<file path="src/ball_pkg.sv">
package ball_pkg;

  // screen coordinate in pixels
  typedef logic [11:0] coord_t;

  // 13 integer bits, 7 fraction bits
  typedef logic signed [19:0] fix_t;

  // integer part of a fix_t value
  typedef logic signed [12:0] pix_t;

  typedef logic [7:0] rest_cnt_t;
  typedef logic [4:0] ghost_cnt_t;

  typedef struct packed {
    coord_t x;
    coord_t y;
  } pos_t;

  typedef enum logic [1:0] {
    hang,
    bounce,
    flight,
    rest
  } ball_state_e;

  typedef enum logic [1:0] {
    col_none,
    col_pl1,
    col_pl2,
    col_wall
  } collision_e;

  localparam logic player1 = 1'b0;
  localparam logic player2 = 1'b1;

  // playfield limits
  localparam coord_t gnd_lvl = 12'd750;
  localparam coord_t ball_size = 12'd64;
  localparam coord_t wall_left = 12'd5;
  localparam coord_t wall_right = 12'd1018;

  // serve positions
  localparam coord_t start_x_pl1 = 12'd250;
  localparam coord_t start_x_pl2 = 12'd774;
  localparam coord_t start_y = 12'd555;

  // sprite centre offsets
  localparam coord_t pl_center_x = 12'd38;
  localparam coord_t pl_center_y = 12'd70;
  localparam coord_t ball_center = 12'd32;

  // 1/8 pixel per tick per tick
  localparam fix_t gravity = 20'sd16;
  localparam fix_t vel_y_min = -20'sd369;

  localparam rest_cnt_t rest_ticks = 8'd250;
  localparam ghost_cnt_t ghost_ticks = 5'd25;
  localparam int pos_delay_ticks = 3;

endpackage
</file>
<file path="src/ball_pos_ctrl.sv">
module ball_pos_ctrl (
  input  logic           clk100Hz,
  input  logic           rst_d,
  input  logic           pl1_col,
  input  logic           pl2_col,
  input  logic           net_col,
  input  logic           ovr_touch,
  input  logic           last_touch,
  input  ball_pkg::pos_t pl1_pos,
  input  ball_pkg::pos_t pl2_pos,
  output ball_pkg::pos_t ball_pos,
  output logic           gnd_col
);

  ball_pkg::pos_t        pl1_pos_d;
  ball_pkg::pos_t        pl2_pos_d;
  ball_pkg::ball_state_e state;
  ball_pkg::collision_e  last_col;
  logic                  wall_col;

  player_pos_delay i_pos_delay (
    .clk100Hz  (clk100Hz),
    .rst_d     (rst_d),
    .pl1_pos   (pl1_pos),
    .pl2_pos   (pl2_pos),
    .pl1_pos_d (pl1_pos_d),
    .pl2_pos_d (pl2_pos_d)
  );

  ball_fsm i_fsm (
    .clk100Hz  (clk100Hz),
    .rst_d     (rst_d),
    .pl1_col   (pl1_col),
    .pl2_col   (pl2_col),
    .net_col   (net_col),
    .ovr_touch (ovr_touch),
    .wall_col  (wall_col),
    .gnd_col   (gnd_col),
    .state     (state),
    .last_col  (last_col)
  );

  ball_motion i_motion (
    .clk100Hz   (clk100Hz),
    .rst_d      (rst_d),
    .last_touch (last_touch),
    .state      (state),
    .last_col   (last_col),
    .pl1_pos_d  (pl1_pos_d),
    .pl2_pos_d  (pl2_pos_d),
    .ball_pos   (ball_pos),
    .wall_col   (wall_col),
    .gnd_col    (gnd_col)
  );

endmodule

</file>
<file path="src/ball_motion.sv">
module ball_motion (
  input  logic                  clk100Hz,
  input  logic                  rst_d,
  input  logic                  last_touch,
  input  ball_pkg::ball_state_e state,
  input  ball_pkg::collision_e  last_col,
  input  ball_pkg::pos_t        pl1_pos_d,
  input  ball_pkg::pos_t        pl2_pos_d,
  output ball_pkg::pos_t        ball_pos,
  output logic                  wall_col,
  output logic                  gnd_col
);

  ball_pkg::fix_t pos_x;
  ball_pkg::fix_t pos_y;
  ball_pkg::fix_t pos_x_nxt;
  ball_pkg::fix_t pos_y_nxt;
  ball_pkg::fix_t vel_x;
  ball_pkg::fix_t vel_y;
  ball_pkg::fix_t vel_x_nxt;
  ball_pkg::fix_t vel_y_nxt;
  ball_pkg::pos_t pl_pos;
  ball_pkg::pix_t dx;
  ball_pkg::pix_t dy;
  logic [12:0]    nx_int;
  logic [12:0]    ny_int;

  function automatic ball_pkg::fix_t to_fix(input ball_pkg::coord_t c);
    return ball_pkg::fix_t'({1'b0, c, 7'b0000000});
  endfunction

  always_ff @(posedge clk100Hz)
  begin
    if (rst_d)
    begin
      pos_x <= to_fix(ball_pkg::start_x_pl1);
      pos_y <= to_fix(ball_pkg::start_y);
      vel_x <= '0;
      vel_y <= '0;
    end
    else
    begin
      pos_x <= pos_x_nxt;
      pos_y <= pos_y_nxt;
      vel_x <= vel_x_nxt;
      vel_y <= vel_y_nxt;
    end
  end

  always_comb
  begin
    pos_x_nxt = pos_x;
    pos_y_nxt = pos_y;
    case (state)
      ball_pkg::hang:
      begin
        pos_x_nxt = (last_touch == ball_pkg::player1) ? to_fix(ball_pkg::start_x_pl1) :
                                                        to_fix(ball_pkg::start_x_pl2);
        pos_y_nxt = to_fix(ball_pkg::start_y);
      end
      // screen y grows downwards, vel_y is positive upwards
      ball_pkg::flight:
      begin
        pos_x_nxt = pos_x + vel_x;
        pos_y_nxt = pos_y - vel_y;
      end
      default:
      begin
        pos_x_nxt = pos_x;
        pos_y_nxt = pos_y;
      end
    endcase
  end

  assign pl_pos = (last_col == ball_pkg::col_pl2) ? pl2_pos_d : pl1_pos_d;

  // offsets between sprite centres, integer pixels
  assign dx = pos_x[19:7] - {1'b0, pl_pos.x} + {1'b0, ball_pkg::ball_center}
              - {1'b0, ball_pkg::pl_center_x};
  assign dy = {1'b0, pl_pos.y} - pos_y[19:7] + {1'b0, ball_pkg::pl_center_y}
              - {1'b0, ball_pkg::ball_center};

  always_comb
  begin
    vel_x_nxt = '0;
    vel_y_nxt = '0;
    case (state)
      ball_pkg::bounce:
      begin
        vel_x_nxt = vel_x;
        vel_y_nxt = vel_y;
        if (last_col == ball_pkg::col_pl1 || last_col == ball_pkg::col_pl2)
        begin
          // offset / 8 pixel per tick
          vel_x_nxt = {{3{dx[12]}}, dx, 4'b0000};
          vel_y_nxt = {{3{dy[12]}}, dy, 4'b0000};
        end
        else if (last_col == ball_pkg::col_wall)
          vel_x_nxt = -vel_x;
      end
      ball_pkg::flight:
      begin
        vel_x_nxt = vel_x;
        vel_y_nxt = (vel_y <= ball_pkg::vel_y_min) ? vel_y : vel_y - ball_pkg::gravity;
      end
      default:
      begin
        vel_x_nxt = '0;
        vel_y_nxt = '0;
      end
    endcase
  end

  assign nx_int = pos_x_nxt[19:7];
  assign ny_int = pos_y_nxt[19:7];

  // negative x wraps high, so it counts as a right wall hit too
  assign wall_col = (nx_int <= {1'b0, ball_pkg::wall_left}) ||
                    (nx_int >= {1'b0, ball_pkg::wall_right - ball_pkg::ball_size});
  assign gnd_col = !ny_int[12] &&
                   (ny_int >= {1'b0, ball_pkg::gnd_lvl - ball_pkg::ball_size});

  assign ball_pos.x = pos_x[18:7];
  assign ball_pos.y = pos_y[18:7];

endmodule

</file>
<file path="src/ball_fsm.sv">
module ball_fsm (
  input  logic                 clk100Hz,
  input  logic                 rst_d,
  input  logic                 pl1_col,
  input  logic                 pl2_col,
  input  logic                 net_col,
  input  logic                 ovr_touch,
  input  logic                 wall_col,
  input  logic                 gnd_col,
  output ball_pkg::ball_state_e state,
  output ball_pkg::collision_e  last_col
);

  ball_pkg::ball_state_e state_nxt;
  ball_pkg::collision_e  last_col_nxt;
  ball_pkg::rest_cnt_t   rest_cnt;
  ball_pkg::ghost_cnt_t  ghost_cnt;
  logic                  ovr_q;
  logic                  ovr_nxt;
  logic                  pl_col;
  logic                  ghost_done;
  logic                  rest_done;

  assign pl_col = pl1_col | pl2_col;
  assign ghost_done = (ghost_cnt == ball_pkg::ghost_ticks);
  assign rest_done = (rest_cnt == ball_pkg::rest_ticks);

  always_ff @(posedge clk100Hz)
  begin
    if (rst_d)
    begin
      state <= ball_pkg::hang;
      last_col <= ball_pkg::col_none;
      ovr_q <= 1'b0;
    end
    else
    begin
      state <= state_nxt;
      last_col <= last_col_nxt;
      ovr_q <= ovr_nxt;
    end
  end

  always_comb
  begin
    state_nxt = state;
    last_col_nxt = last_col;
    ovr_nxt = ovr_q;
    case (state)
      ball_pkg::hang:
      begin
        last_col_nxt = pl1_col ? ball_pkg::col_pl1 :
                       pl2_col ? ball_pkg::col_pl2 : ball_pkg::col_none;
        if (pl_col)
        begin
          state_nxt = ball_pkg::bounce;
          ovr_nxt = ovr_touch;
        end
      end
      // one tick, velocity gets loaded here
      ball_pkg::bounce:
        state_nxt = ovr_q ? ball_pkg::rest : ball_pkg::flight;
      ball_pkg::flight:
      begin
        if (pl_col && ghost_done)
        begin
          state_nxt = ball_pkg::bounce;
          last_col_nxt = pl1_col ? ball_pkg::col_pl1 : ball_pkg::col_pl2;
          ovr_nxt = ovr_touch;
        end
        else if (wall_col || net_col)
        begin
          state_nxt = ball_pkg::bounce;
          last_col_nxt = ball_pkg::col_wall;
          ovr_nxt = 1'b0;
        end
        else if (gnd_col)
          state_nxt = ball_pkg::rest;
      end
      ball_pkg::rest:
        if (rest_done)
          state_nxt = ball_pkg::hang;
      default:
        state_nxt = ball_pkg::hang;
    endcase
  end

  // rest timer and ghost timer
  always_ff @(posedge clk100Hz)
  begin
    if (rst_d)
    begin
      rest_cnt <= '0;
      ghost_cnt <= '0;
    end
    else
    begin
      rest_cnt <= (state == ball_pkg::rest) ? rest_cnt + 1'b1 : '0;
      if (state == ball_pkg::flight)
        ghost_cnt <= ghost_done ? ghost_cnt : ghost_cnt + 1'b1;
      else
        ghost_cnt <= '0;
    end
  end

endmodule

</file>
<file path="src/player_pos_delay.sv">
module player_pos_delay (
  input  logic           clk100Hz,
  input  logic           rst_d,
  input  ball_pkg::pos_t pl1_pos,
  input  ball_pkg::pos_t pl2_pos,
  output ball_pkg::pos_t pl1_pos_d,
  output ball_pkg::pos_t pl2_pos_d
);

  ball_pkg::pos_t pl1_sr [ball_pkg::pos_delay_ticks];
  ball_pkg::pos_t pl2_sr [ball_pkg::pos_delay_ticks];

  // keeps positions in step with the collision strobes
  always_ff @(posedge clk100Hz)
  begin
    if (rst_d)
    begin
      for (int i = 0; i < ball_pkg::pos_delay_ticks; i++)
      begin
        pl1_sr[i] <= '0;
        pl2_sr[i] <= '0;
      end
    end
    else
    begin
      pl1_sr[0] <= pl1_pos;
      pl2_sr[0] <= pl2_pos;
      for (int i = 1; i < ball_pkg::pos_delay_ticks; i++)
      begin
        pl1_sr[i] <= pl1_sr[i-1];
        pl2_sr[i] <= pl2_sr[i-1];
      end
    end
  end

  assign pl1_pos_d = pl1_sr[ball_pkg::pos_delay_ticks-1];
  assign pl2_pos_d = pl2_sr[ball_pkg::pos_delay_ticks-1];

endmodule

</file>
<file path="config.mk">
export PLATFORM = sky130hd
export DESIGN_NAME = ball_pos_ctrl
export DESIGN_NICKNAME = d
export VERILOG_FILES = /design/src/ball_pkg.sv /design/src/ball_pos_ctrl.sv /design/src/ball_motion.sv /design/src/ball_fsm.sv /design/src/player_pos_delay.sv
export SDC_FILE = /design/constraint.sdc
export NUM_CORES = 1
export LEC_CHECK = 0
export BUFFER_PORTS_ARGS = -buffer_cell sky130_fd_sc_hd__buf_2
export CAP_MARGIN = 20
export CORE_MARGIN = 2
export CORE_UTILIZATION = 50
export DETAILED_ROUTE_END_ITERATION = 8
export GPL_ROUTABILITY_DRIVEN = 0
export PLACE_DENSITY_LB_ADDON = 0.3
export SYNTH_ARGS = -nofsm -noshare
export SYNTH_HDL_FRONTEND = slang
export SYNTH_HIERARCHICAL = 1
export SYNTH_SLANG_ARGS = --single-unit
</file>
<file path="constraint.sdc">
create_clock -name clk100Hz -period 6.7 [get_ports clk100Hz]
set_input_delay 1.005 -clock clk100Hz [delete_from_list [all_inputs] [get_ports clk100Hz]]
set_output_delay 1.005 -clock clk100Hz [all_outputs]
set_load 0.005 [all_outputs]
</file>
* Word-level counts from Yosys, hierarchy flattened *
Memory sizes are Yosys's and may differ from the RTL's.
Index checks and enable logic that the tools add are counted.

operators by class
  bitwise operators = 9
  $lt $le $gt $ge = 4
  mux-type cells = 36
  reductions and logical operators = 15
  add/sub/neg operators = 12
  equal/unequal tests = 15

operator list
  kind                                                                  number
  two-way mux 24 bit                                                    7
  one-hot mux 20 bit (2 select lines)                                   4
  two-way mux 20 bit                                                    4
  greater-or-equal comparator 13 x 10 -> 1 bit (second input constant)  2
  subtractor 13 x 6 -> 13 bit (second input constant)                   2
  adder 20 bit                                                          1
  less-or-equal comparator 20 x 10 -> 1 bit (second input constant)     1
  two-way mux 2 bit                                                     10
  negator 20 bit                                                        1
  subtractor 20 bit                                                     1
  subtractor 20 x 6 -> 20 bit (second input constant)                   1
  two-way mux 17 bit                                                    1
  adder 13 x 6 -> 13 bit (second input constant)                        1
  adder 13 x 7 -> 13 bit (second input constant)                        1
  less-or-equal comparator 13 x 3 -> 1 bit (second input constant)      1
  subtractor 12 x 13 -> 13 bit                                          1
  subtractor 13 x 12 -> 13 bit                                          1
  adder 8 x 1 -> 8 bit (second input constant)                          1
  equality test 2 bit (second input constant)                           4
  equality test 8 bit (second input constant)                           1
  one-hot mux 2 bit (4 select lines)                                    1
  two-way mux 1 bit                                                     7
  bitwise OR 1 bit                                                      7
  != test 2 x 1 -> 1 bit (second input constant)                        3
  17 further kinds                                                      27

word-level totals
  input bits = 55
  memories = 2
  memory bits (writable) = 144
  output and inout bits = 25
  logic and storage cells = 104
  flip-flop bits (word level) = 98

memories
  memory              words  width  read ports  clocked after Yosys merged registers in  wr ports  RTL line                RTL
  i_pos_delay.pl1_sr  3      24     3           0                                        3         player_pos_delay.sv:10  ball_pkg::pos_t pl1_sr [ball_pkg::pos_delay_ticks];
  i_pos_delay.pl2_sr  3      24     3           0                                        3         player_pos_delay.sv:11  ball_pkg::pos_t pl2_sr [ball_pkg::pos_delay_ticks];

* Depth between registers and ports, before layout *
Gate-level depths: netlist of the first run.

  word-level depth = 8
  depth in mapped cells = 18
  mapped depth without buffers = 16

* Cells and area by module *
The synthesis of the first run kept the hierarchy.

by module, submodules not included
  module            cells an instance  instances  seq. area each (um2)  area each (um2)
  ball_motion       917                1          1,401.3               7,008.0
  player_pos_delay  352                1          2,882.8               4,410.5
  ball_fsm          89                 1          360.3                 844.6

* Worst setup path before layout of the first run *
No wires, ideal clock.

  path kind = reg-to-reg
  start = register i_fsm.last_col[0]
  end = register i_motion.vel_y[16]
  period minus slack after synthesis = 3.629 ns
  path buffers = 2
  data arrival time = 3.534 ns
  stages on the path, launching flop included = 18
  data required time = 6.605 ns
  library setup time = 0.095 ns
  slack = 3.071 ns
  cells stage by stage = dfxtp_1 -> inv_1 -> ha_1 -> clkbuf_1 -> buf_1 -> mux2i_1 -> ha_1 -> inv_1 -> ha_1 -> a21o_1 -> a21oi_1 -> o21bai_1 -> a211oi_1 -> o31ai_1 -> o41ai_1 -> xnor2_1 -> nand2_1 -> a221oi_1

on the way
  word-level cells in the longest chain between the ends = 7
  elaborated cells on any way between the ends = 11
  classes of those cells = add/sub: 3; eq/ne: 3; mux: 3; reduce/logical: 2

ends and longest elaborated chain
  what                                 RTL line                              RTL
  start: declaration                   ball_fsm.sv:11                        output ball_pkg::collision_e last_col
  start signal: assignment             ball_fsm.sv:33                        last_col <= ball_pkg::col_none;
  start signal: assignment             ball_fsm.sv:39                        last_col <= last_col_nxt;
  equality test 2 bit                  ball_motion.sv:75, ball_motion.sv:92
  two-way mux 24 bit                   ball_motion.sv:75                     assign pl_pos = (last_col == ball_pkg::col_pl2) ? pl2_pos_d : pl1_pos_d;
  subtractor 12 x 13 -> 13 bit         ball_motion.sv:80                     assign dy = {1'b0, pl_pos.y} - pos_y[19:7] + {1'b0, ball_pkg::pl_center_y}
  adder 13 x 7 -> 13 bit               ball_motion.sv:80
  subtractor 13 x 6 -> 13 bit          ball_motion.sv:81                     - {1'b0, ball_pkg::ball_center};
  two-way mux 20 bit                   ball_motion.sv:92                     if (last_col == ball_pkg::col_pl1 || last_col == ball_pkg::col_pl2)
  one-hot mux 20 bit (2 select lines)  ball_motion.sv:87                     case (state)
  end signal: assignment               ball_motion.sv:46                     vel_y <= vel_y_nxt;
  end: declaration                     ball_motion.sv:19                     ball_pkg::fix_t vel_y;

Several ways; a longest one is shown, not always the timed one. The select of a mux whose other input is x is not followed.
A chain may end at the register's enable or synchronous reset.

* Final worst setup path of the first run *
  start = register i_motion.vel_y[6]
  end = output gnd_col

on the way
  word-level cells in the longest chain between the ends = 4
  elaborated cells on any way between the ends = 5
  classes of those cells = add/sub: 1; order compare: 1; mux: 1; reduce/logical: 2

ends and longest elaborated chain
  what                                                                                    RTL line                                RTL
  subtractor 20 bit (*)                                                                   ball_motion.sv:65                       pos_y_nxt = pos_y - vel_y;
  one-hot mux 20 bit (2 select lines) (*)                                                 ball_motion.sv:54                       case (state)
  greater-or-equal comparator 13 x 10 -> 1 bit / zero test 1 bit (equally long branches)  ball_motion.sv:121, ball_motion.sv:120
  logical AND 1 bit (*)                                                                   ball_motion.sv:120                      assign gnd_col = !ny_int[12] &&
  end: declaration                                                                        ball_pos_ctrl.sv:12                     output logic gnd_col

Every way passes the cells marked *; elsewhere a longest branch is shown, timed or not.

==> qor.log, run 1 <==
INFO  drt            detailedRoute.firstPassIterationCount=5
INFO  power          fin_total_pwr=4.39mW
INFO  floorplanning  die_height=161µm
INFO  clocking       cts-root-buf=sky130_fd_sc_hd__clkbuf_16
INFO  timing         worstMarginPinSlew=1.04ns
INFO  synthesis      synth-edff-count=0
INFO  timing         timing.max_slew.rel_slack=0.309
INFO  timing         skew=0.0121ns
INFO  global_route   grt_pass1_wl=41600µm
INFO  clocking       clk_path_buf_depth=3
INFO  timing         grt_setup_unrepaired=false
INFO  floorplanning  die_width=161µm
INFO  synthesis      asyncSetResetFlopFracSynth=0
INFO  drt            routed_wire_length_per_instance=14.9µm
INFO  synthesis      dominantRegCellSynth=sky130_fd_sc_hd__dfxtp_1
INFO  drt            first_iter_violations=478
INFO  clocking       post_cts_hold_buffer_count=0
INFO  worst_setup_path critPathKind=reg -> out
INFO  timing         max_freq=218MHz
INFO  clocking       worstSkewPairLatency=0.52ns
INFO  synthesis      synth.cell_area=0.0123mm²
INFO  placed_design  numPlacedInstances=1647
INFO  synthesis      syn_inst=1358
INFO  clocking       cts-htree-levels=1
INFO  worst_hold_path worst_hold_path_type=reg -> reg
INFO  worst_setup_path crit_path_end_kind=primary output
INFO  clocking       clkTransAtPathRegs=0.06ns
INFO  worst_setup_path cp.arrival=3.58ns
INFO  synthesis      ys_seq_elements=232
INFO  final_layout   fillerInstances=2181
INFO  job            timing.max_cap.violations=0
INFO  floorplanning  die_area=0.0258mm²
INFO  final_layout   final_net_count=1500
INFO  drt            number_of_drc_violations_after_detailed_routing=0
INFO  worst_setup_path cp_max_fo=5
INFO  final_layout   syn_to_final_growth=7.60%
INFO  placed_design  place.detailed.hpwl=17800µm
INFO  clocking       cts_post_setup_buffers_inserted=0
INFO  synthesis      yosysUniqueCellTypes=85
INFO  floorplanning  floorplan.rows=57
INFO  floorplanning  num_io_pins=80
INFO  power          power.ir.vdd_worst=0.184mV
INFO  synthesis      postSynthNetCount=1507
INFO  worst_hold_path timing.hold.worst_endpoint=i_pos_delay/pl2_sr[0][52]$_SDFF_PP0_
INFO  worst_setup_path critPathLaunchType=flop
INFO  clocking       cts_repair_resize_count=0
INFO  final_layout   antennaDiodeCount=0
INFO  floorplanning  core_area=0.0242mm²
INFO  worst_hold_path timing.hold.worst_path_depth=1
INFO  drt            antenna_violation_net_count_after_detailed_routing=0
INFO  global_route   number_of_antenna_violations_at_the_first_check_in_global_routing=0
INFO  global_route   grt_max_degree=128
INFO  clocking       clock_tree_from_tritoncts=built
INFO  power          power.static_leakage=5.47nW
INFO  synthesis      synth_seq_area_share=0.379
INFO  worst_setup_path worst_r2r_path_depth=14
INFO  drt            drt-total-wl=25200µm
INFO  timing         count_of_final_max_slew_check_failures=0
INFO  drt            via_count=8950
INFO  timing         hold_viol=0
INFO  final_layout   drive_gt1_frac=0.169
INFO  synthesis      synth.yosys.warnings=6
INFO  timing         fin_crit=4.59ns
INFO  clocking       numCtsBuffers=25
INFO  power          power_density=333mW/mm²
INFO  placed_design  buffer_ports.inserted=79
INFO  worst_hold_path start_point_of_the_worst_min_delay_path=i_pos_delay/pl2_sr[0][28]$_SDFF_PP0_
INFO  global_route   first_global_vias=8438
INFO  timing         final.setup.tns=0ns
INFO  drt            drt-vias-per-instance=5.29
INFO  outcome        outcome=finished clean
INFO  global_route   grt_overflow=0
INFO  final_layout   finish.cell_count_without_fillers=1692
INFO  timing         setup-violations-final=0
INFO  global_route   grtUsageTotal=0.193
INFO  floorplanning  initial_core_util=0.507
INFO  worst_setup_path reg2reg_setup_slack=2.46ns
INFO  worst_setup_path required=5.69ns
INFO  worst_setup_path worst_r2r_endpoint=i_motion/vel_y[17]$_SDFFE_PP0P_
INFO  worst_setup_path critical_path.reg2reg.startpoint=i_fsm/last_col[0]$_SDFFE_PP0P_
INFO  timing         final_min_period_over_clock_period=0.685
INFO  synthesis      syn_area_per_cell=9.03µm²
INFO  clocking       numClockSinks=232
-- routing by layer --
layer | GRT usage | wire (µm) | part of all wire | vias to the layer above
met3 | 0.0289 | 1690 | 0.067 | 43
met1 | 0.276 | 12100 | 0.48 | 4049
met4 | 0.0680 | 678 | 0.027 | 0
li1 | - | - | - | 4581
met5 | 0 | 0 | 0 | -
met2 | 0.296 | 10700 | 0.42 | 277
-- cells by family after synthesis --
| group | Yosys count | share of synthesized area |
|---|---|---|
| flip-flops | 232 | 0.379 |
| AND/OR/NAND/NOR | 473 | 0.215 |
| buffers and inverters | 214 | 0.0951 |
| AO/OA/AOI/OAI | 260 | 0.148 |
| adder cells (fa/ha/maj) | 94 | 0.0977 |
| XOR/XNOR | 57 | 0.0407 |
| other | 1 | 0.000306 |
| multiplexers | 27 | 0.0241 |
-- cell usage in the layout (no fill, tap or decap), types with 7 or more instances in the layout --
cell type                   synthesis  routed
sky130_fd_sc_hd__nand2_1           78      78
sky130_fd_sc_hd__a31oi_1           14      14
sky130_fd_sc_hd__a21oi_1           57      57
sky130_fd_sc_hd__dfxtp_1          232     232
sky130_fd_sc_hd__a221oi_1           7       7
sky130_fd_sc_hd__clkbuf_16          0      25
sky130_fd_sc_hd__nand2b_1           9       9
sky130_fd_sc_hd__and2_1             9       9
sky130_fd_sc_hd__nand4_1            8       8
sky130_fd_sc_hd__nor2b_1          100     100
sky130_fd_sc_hd__a22oi_1           22      22
sky130_fd_sc_hd__nand3_1           31      31
sky130_fd_sc_hd__xor2_1            14      14
sky130_fd_sc_hd__ha_1              91      90
sky130_fd_sc_hd__xnor2_1           43      43
sky130_fd_sc_hd__a211oi_1           8       8
sky130_fd_sc_hd__buf_4             73       9
sky130_fd_sc_hd__nand3b_1           7       7
sky130_fd_sc_hd__or3_1             15      15
sky130_fd_sc_hd__o21ai_0           61      60
sky130_fd_sc_hd__nor2b_2           51      51
sky130_fd_sc_hd__mux2i_1            7       7
sky130_fd_sc_hd__nor2_1            98      97
sky130_fd_sc_hd__mux2_2            20      20
sky130_fd_sc_hd__a21o_1             8       8
sky130_fd_sc_hd__inv_1             92      92
sky130_fd_sc_hd__and3_1             9       9
sky130_fd_sc_hd__buf_2             10      78
sky130_fd_sc_hd__nor3_1            34      34
-- flip-flops by register name, indices dropped and copies added (netlist names) --
signal              cells
i_motion/vel_x         19
i_fsm/state             2
i_pos_delay/pl2_sr     72
i_pos_delay/pl1_sr     72
i_motion/pos_x         19
i_motion/vel_y         16
i_motion/pos_y         16
i_fsm/ghost_cnt         5
i_fsm/last_col          2
i_fsm/rest_cnt          8
i_fsm/ovr_q             1
-- where the power goes --
part	internal, mW	switching (mW)	total [mW]
clock network	0.899	0.553	1.45
logic	0.558	0.811	1.37
registers	1.48	0.0957	1.57
-- worst max-delay path by stage --
stage	start	endpoint
floorplan	i_fsm/last_col[0]$_SDFFE_PP0P_	i_motion/vel_y[16]$_SDFFE_PP0P_
global placement	i_fsm/last_col[0]$_SDFFE_PP0P_	i_motion/vel_y[17]$_SDFFE_PP0P_
detailed placement	i_fsm/last_col[0]$_SDFFE_PP0P_	i_motion/vel_y[17]$_SDFFE_PP0P_
CTS	i_motion/vel_y[6]$_SDFFE_PP0P_	gnd_col
global route	i_motion/vel_y[6]$_SDFFE_PP0P_	gnd_col
finish	i_motion/vel_y[6]$_SDFFE_PP0P_	gnd_col
-- synth_stat cells, types with 9 or more instances --
cell / number / area share
sky130_fd_sc_hd__dfxtp_1: 232 / 0.38
sky130_fd_sc_hd__nand2_1: 78 / 0.024
sky130_fd_sc_hd__a31oi_1: 14 / 0.0071
sky130_fd_sc_hd__buf_2: 10 / 0.0041
sky130_fd_sc_hd__nor2b_1: 100 / 0.051
sky130_fd_sc_hd__a22oi_1: 22 / 0.013
sky130_fd_sc_hd__mux2_2: 20 / 0.018
sky130_fd_sc_hd__nand3_1: 31 / 0.013
sky130_fd_sc_hd__clkbuf_1: 24 / 0.0073
sky130_fd_sc_hd__nor2b_2: 51 / 0.036
sky130_fd_sc_hd__xnor2_1: 43 / 0.031
sky130_fd_sc_hd__and3_1: 9 / 0.0046
sky130_fd_sc_hd__xor2_1: 14 / 0.010
sky130_fd_sc_hd__nand2b_1: 9 / 0.0046
sky130_fd_sc_hd__and2_1: 9 / 0.0046
sky130_fd_sc_hd__ha_1: 91 / 0.093
sky130_fd_sc_hd__nor2_1: 98 / 0.030
sky130_fd_sc_hd__inv_1: 92 / 0.028
sky130_fd_sc_hd__o21ai_0: 61 / 0.025
sky130_fd_sc_hd__or3_1: 15 / 0.0077
sky130_fd_sc_hd__a21oi_1: 57 / 0.023
sky130_fd_sc_hd__buf_4: 73 / 0.045
sky130_fd_sc_hd__nor3_1: 34 / 0.014
-- stage by stage --
stage / setup WS, ns / utilization / cell area [µm²] / hold WS [ns]
final: 2.11 / 0.546 / 13200 / 0.431
after global routing: 1.93 / 0.546 / 13200 / 0.444
after CTS: 2.13 / 0.545 / 13200 / 0.436
after detailed placement: 2.51 / 0.509 / 12300 / 0.421
after global placement: 2.61 / 0.509 / 12300 / 0.420
after floorplan: 3.07 / - / 12300 / 0.414
-- worst max-delay path: stages, from the launching register on --
cell	delay, ns
sky130_fd_sc_hd__dfxtp_1	0.41
sky130_fd_sc_hd__inv_1	0.12
sky130_fd_sc_hd__ha_1	0.32
sky130_fd_sc_hd__nor3_1	0.29
sky130_fd_sc_hd__a2111oi_2	0.12
sky130_fd_sc_hd__o2111ai_2	0.25
sky130_fd_sc_hd__a21oi_1	0.15
sky130_fd_sc_hd__a2111oi_4	0.40
sky130_fd_sc_hd__nor2b_1	0.09
sky130_fd_sc_hd__or3_1	0.31
sky130_fd_sc_hd__a32oi_1	0.24
sky130_fd_sc_hd__a31oi_1	0.18
sky130_fd_sc_hd__buf_2	0.17
-- final cells by class --
type                       instances  area (µm²)  area share
clock buffer                      30         664      0.0504
multi-input combinational        912        6460       0.489
clock inverter                    14         209      0.0158
tap                              324         405      0.0307
inverter                          92         345      0.0262
sequential                       232        4640       0.352
timing repair buffer              88         469      0.0356
No activity file was read; power rests on OpenSTA's default activity.
==> run 2, diff against run 1 <==
clock period = 4.27 ns   (was 6.7 ns; I/O delays follow)
==> run 2 against run 1 <==
Against the previous run:
- clock skew grew 0.0052 ns
- via count grew 0.72%
- non-clock buffer count grew 5
- combinational power grew 58%
- setup slack lost 1.9 ns
- wire length grew 0.36%
- global-route usage grew 0.12 points
- sequential power grew 57%
- critical path type unchanged
- register-to-register slack lost 2.0 ns
==> qor.log, run 2 (same netlist as run 1, synthesis figures left out) <==
INFO  global_route   grt_pass1_wl=41800µm [+0.46%]
INFO  floorplanning  die_height=161µm [unchanged]
INFO  global_route   number_of_antenna_violations_at_the_first_check_in_global_routing=0 [unchanged]
INFO  floorplanning  num_io_pins=80 [unchanged]
INFO  timing         final_min_period_over_clock_period=0.949
INFO  global_route   grtUsageTotal=0.194 [+0.00122]
INFO  worst_setup_path cpMaxStageDelayCell=sky130_fd_sc_hd__a2111oi_2
INFO  floorplanning  floorplan.rows=57 [unchanged]
INFO  clocking       cts_post_setup_buffers_inserted=0 [unchanged]
INFO  clocking       post_cts_hold_buffer_count=0 [unchanged]
INFO  clocking       worstSkewPairLatency=0.51ns [about the same]
INFO  timing         timing.max_slew.rel_slack=0.334 [+0.0250]
INFO  drt            detailedRoute.firstPassIterationCount=5 [unchanged]
INFO  worst_setup_path crit_path_end_kind=primary output
INFO  clocking       numClockSinks=232 [unchanged]
INFO  clocking       cts-root-buf=sky130_fd_sc_hd__clkbuf_16
INFO  drt            via_count=9014 [+0.72%]
INFO  worst_setup_path required=3.63ns [-2.06 ns]
INFO  placed_design  worst_case_setup_slack_after_placement=0.509ns [-2.00 ns]
INFO  power          power.static_leakage=5.48nW [+0.22%]
INFO  global_route   grt_max_degree=76 [-41%]
INFO  timing         worstMarginPinSlew=0.998ns [-0.0386 ns]
INFO  clocking       clock_tree_from_tritoncts=built
INFO  worst_setup_path cp_max_fo=5 [unchanged]
INFO  power          fin_total_pwr=6.74mW [+54%]
INFO  final_layout   antennaDiodeCount=0 [unchanged]
INFO  job            timing.max_cap.violations=0 [unchanged]
INFO  timing         setup-violations-final=0 [unchanged]
INFO  drt            number_of_drc_violations_after_detailed_routing=0 [unchanged]
INFO  clocking       cts-htree-levels=1 [unchanged]
INFO  global_route   first_global_vias=8504 [+0.78%]
INFO  final_layout   biggestRegsByFlops=i_pos_delay/pl1_sr x72, i_pos_delay/pl2_sr x72
INFO  drt            drt-total-wl=25300µm [+0.36%]
INFO  timing         post-route-worst-setup-slack=0.218ns [-1.89 ns]
INFO  placed_design  buffer_ports.inserted=79 [unchanged]
INFO  worst_setup_path critPathKind=reg -> out
INFO  floorplanning  initial_core_util=0.507 [unchanged]
INFO  clocking       clkTransAtPathRegs=0.06ns [about the same]
INFO  timing         fin_crit=4.05ns
INFO  final_layout   final_net_count=1505 [+0.33%]
INFO  timing         grt_setup_unrepaired=false
INFO  drt            drt-vias-per-instance=5.32 [+0.54%]
INFO  floorplanning  core_area=0.0242mm² [unchanged]
INFO  final_layout   mostFrequentLayoutCells=sky130_fd_sc_hd__dfxtp_1, sky130_fd_sc_hd__nor2b_1, sky130_fd_sc_hd__nor2_1, sky130_fd_sc_hd__inv_1, sky130_fd_sc_hd__ha_1
INFO  final_layout   layout_commonest_cell=sky130_fd_sc_hd__dfxtp_1
INFO  power          power.ir.vdd_worst=0.298mV [+62%]
INFO  timing         count_of_final_max_slew_check_failures=0 [unchanged]
INFO  final_layout   fillerInstances=2218 [+1.7%]
INFO  final_layout   syn_to_final_growth=7.53% [about the same]
INFO  timing         skew=0.0173ns [+0.00518 ns]
INFO  timing         hold_viol=0 [unchanged]
INFO  worst_setup_path cp.arrival=3.41ns [-0.17 ns]
INFO  worst_hold_path worst_hold_path_type=in -> reg
INFO  drt            antenna_violation_net_count_after_detailed_routing=0 [unchanged]
INFO  worst_setup_path path_cells=inv_1, ha_1, nor3_2, a2111oi_2, o21ai_1, o21ai_1, o21ai_0, a32oi_1, o221ai_1, o21ai_0, a31oi_1, buf_2
INFO  global_route   grt_overflow=0 [unchanged]
INFO  power          power_density=511mW/mm² [+54%]
INFO  placed_design  place.detailed.hpwl=18000µm [+1.0%]
INFO  outcome        outcome=finished clean
INFO  final_layout   drive_gt1_frac=0.173 [+0.00401]
INFO  floorplanning  die_area=0.0258mm² [unchanged]
INFO  floorplanning  die_width=161µm [unchanged]
INFO  worst_setup_path crit_path_max_incr_delay=0.47ns [+0.06 ns]
INFO  worst_setup_path critPathLaunchType=flop
INFO  drt            first_iter_violations=590 [+23%]
INFO  clocking       numCtsBuffers=25 [unchanged]
INFO  timing         max_freq=247MHz
INFO  drt            routed_wire_length_per_instance=14.9µm [+0.18%]
INFO  clocking       clk_path_buf_depth=3 [unchanged]
INFO  timing         final.setup.tns=0ns [unchanged]
==> run 2: cell types whose count changed in the layout (fill, tap and decap cells not counted), sizes merged <==
cell / previous run / this run
clkinvlp: 4 / 1
bufinv: 5 / 3
clkbuf: 30 / 33
buf: 88 / 93
==> run 2: routing by layer <==
metal  global-route usage  share of wire
met5                    0              0
met4               0.0610          0.028
met3               0.0297          0.059
met2                0.325           0.45
met1                0.258           0.46
==> run 2: report_power, final <==
part           switching, mW  leakage, nW  internal (mW)  total, mW
Sequential             0.145         1.90           2.32       2.46
Clock                  0.814        0.398           1.30       2.11
Combinational           1.28         3.19          0.885       2.17
Total                   2.24         5.48           4.50       6.74
==> run 2: critical path: cells and delay by family (launching register included) <==
kind | cells | cell delay, ns
AO/OA/AOI/OAI | 8 | 1.84
flip-flops | 1 | 0.41
adder cells (fa/ha/maj) | 1 | 0.33
buffers and inverters | 2 | 0.26
AND/OR/NAND/NOR | 1 | 0.06
==> run 2: worst paths after layout <==
kind                                                           start                                    to  slack, ns  cells past startpoint
worst min register to register  i_pos_delay/pl1_sr[0][27]$_SDFF_PP0_  i_pos_delay/pl1_sr[0][51]$_SDFF_PP0_       0.43                      1
worst min-delay path                                      pl1_pos[7]   i_pos_delay/pl1_sr[0][7]$_SDFF_PP0_       0.34                      2
worst max register to register        i_motion/pos_x[1]$_SDFFE_PP0N_              i_fsm/ovr_q$_SDFFE_PP0P_       0.50                     14
worst max-delay path                  i_motion/vel_y[6]$_SDFFE_PP0P_                               gnd_col       0.22                     12
==> run 2: layout make-up <==
type                            instances  area [µm²]  area share
Sequential cell                       232        4650       0.352
Tap cell                              324         405      0.0307
Inverter                               92         345      0.0262
Clock buffer                           33         686      0.0520
Timing Repair Buffer                   93         507      0.0384
Multi-Input combinational cell        912        6470       0.491
Clock inverter                          9         123     0.00930
==> run 2: timing repair <==
action / CTS / global route
gates resized for setup: 0 / 7
setup endpoints to repair: 0 / 1
hold endpoints to repair: 0 / 0
==> run 2: metrics by stage <==
stage	instances	utilization	hold WS, ns	area (µm²)
final	1695	0.545	0.340	13200
after global routing	1695	0.545	0.324	13200
after CTS	1695	0.545	0.319	13200
after detailed placement	1653	0.511	0.421	12400
after global placement	1653	0.511	0.418	12400
after floorplan	1358	-	0.414	12300
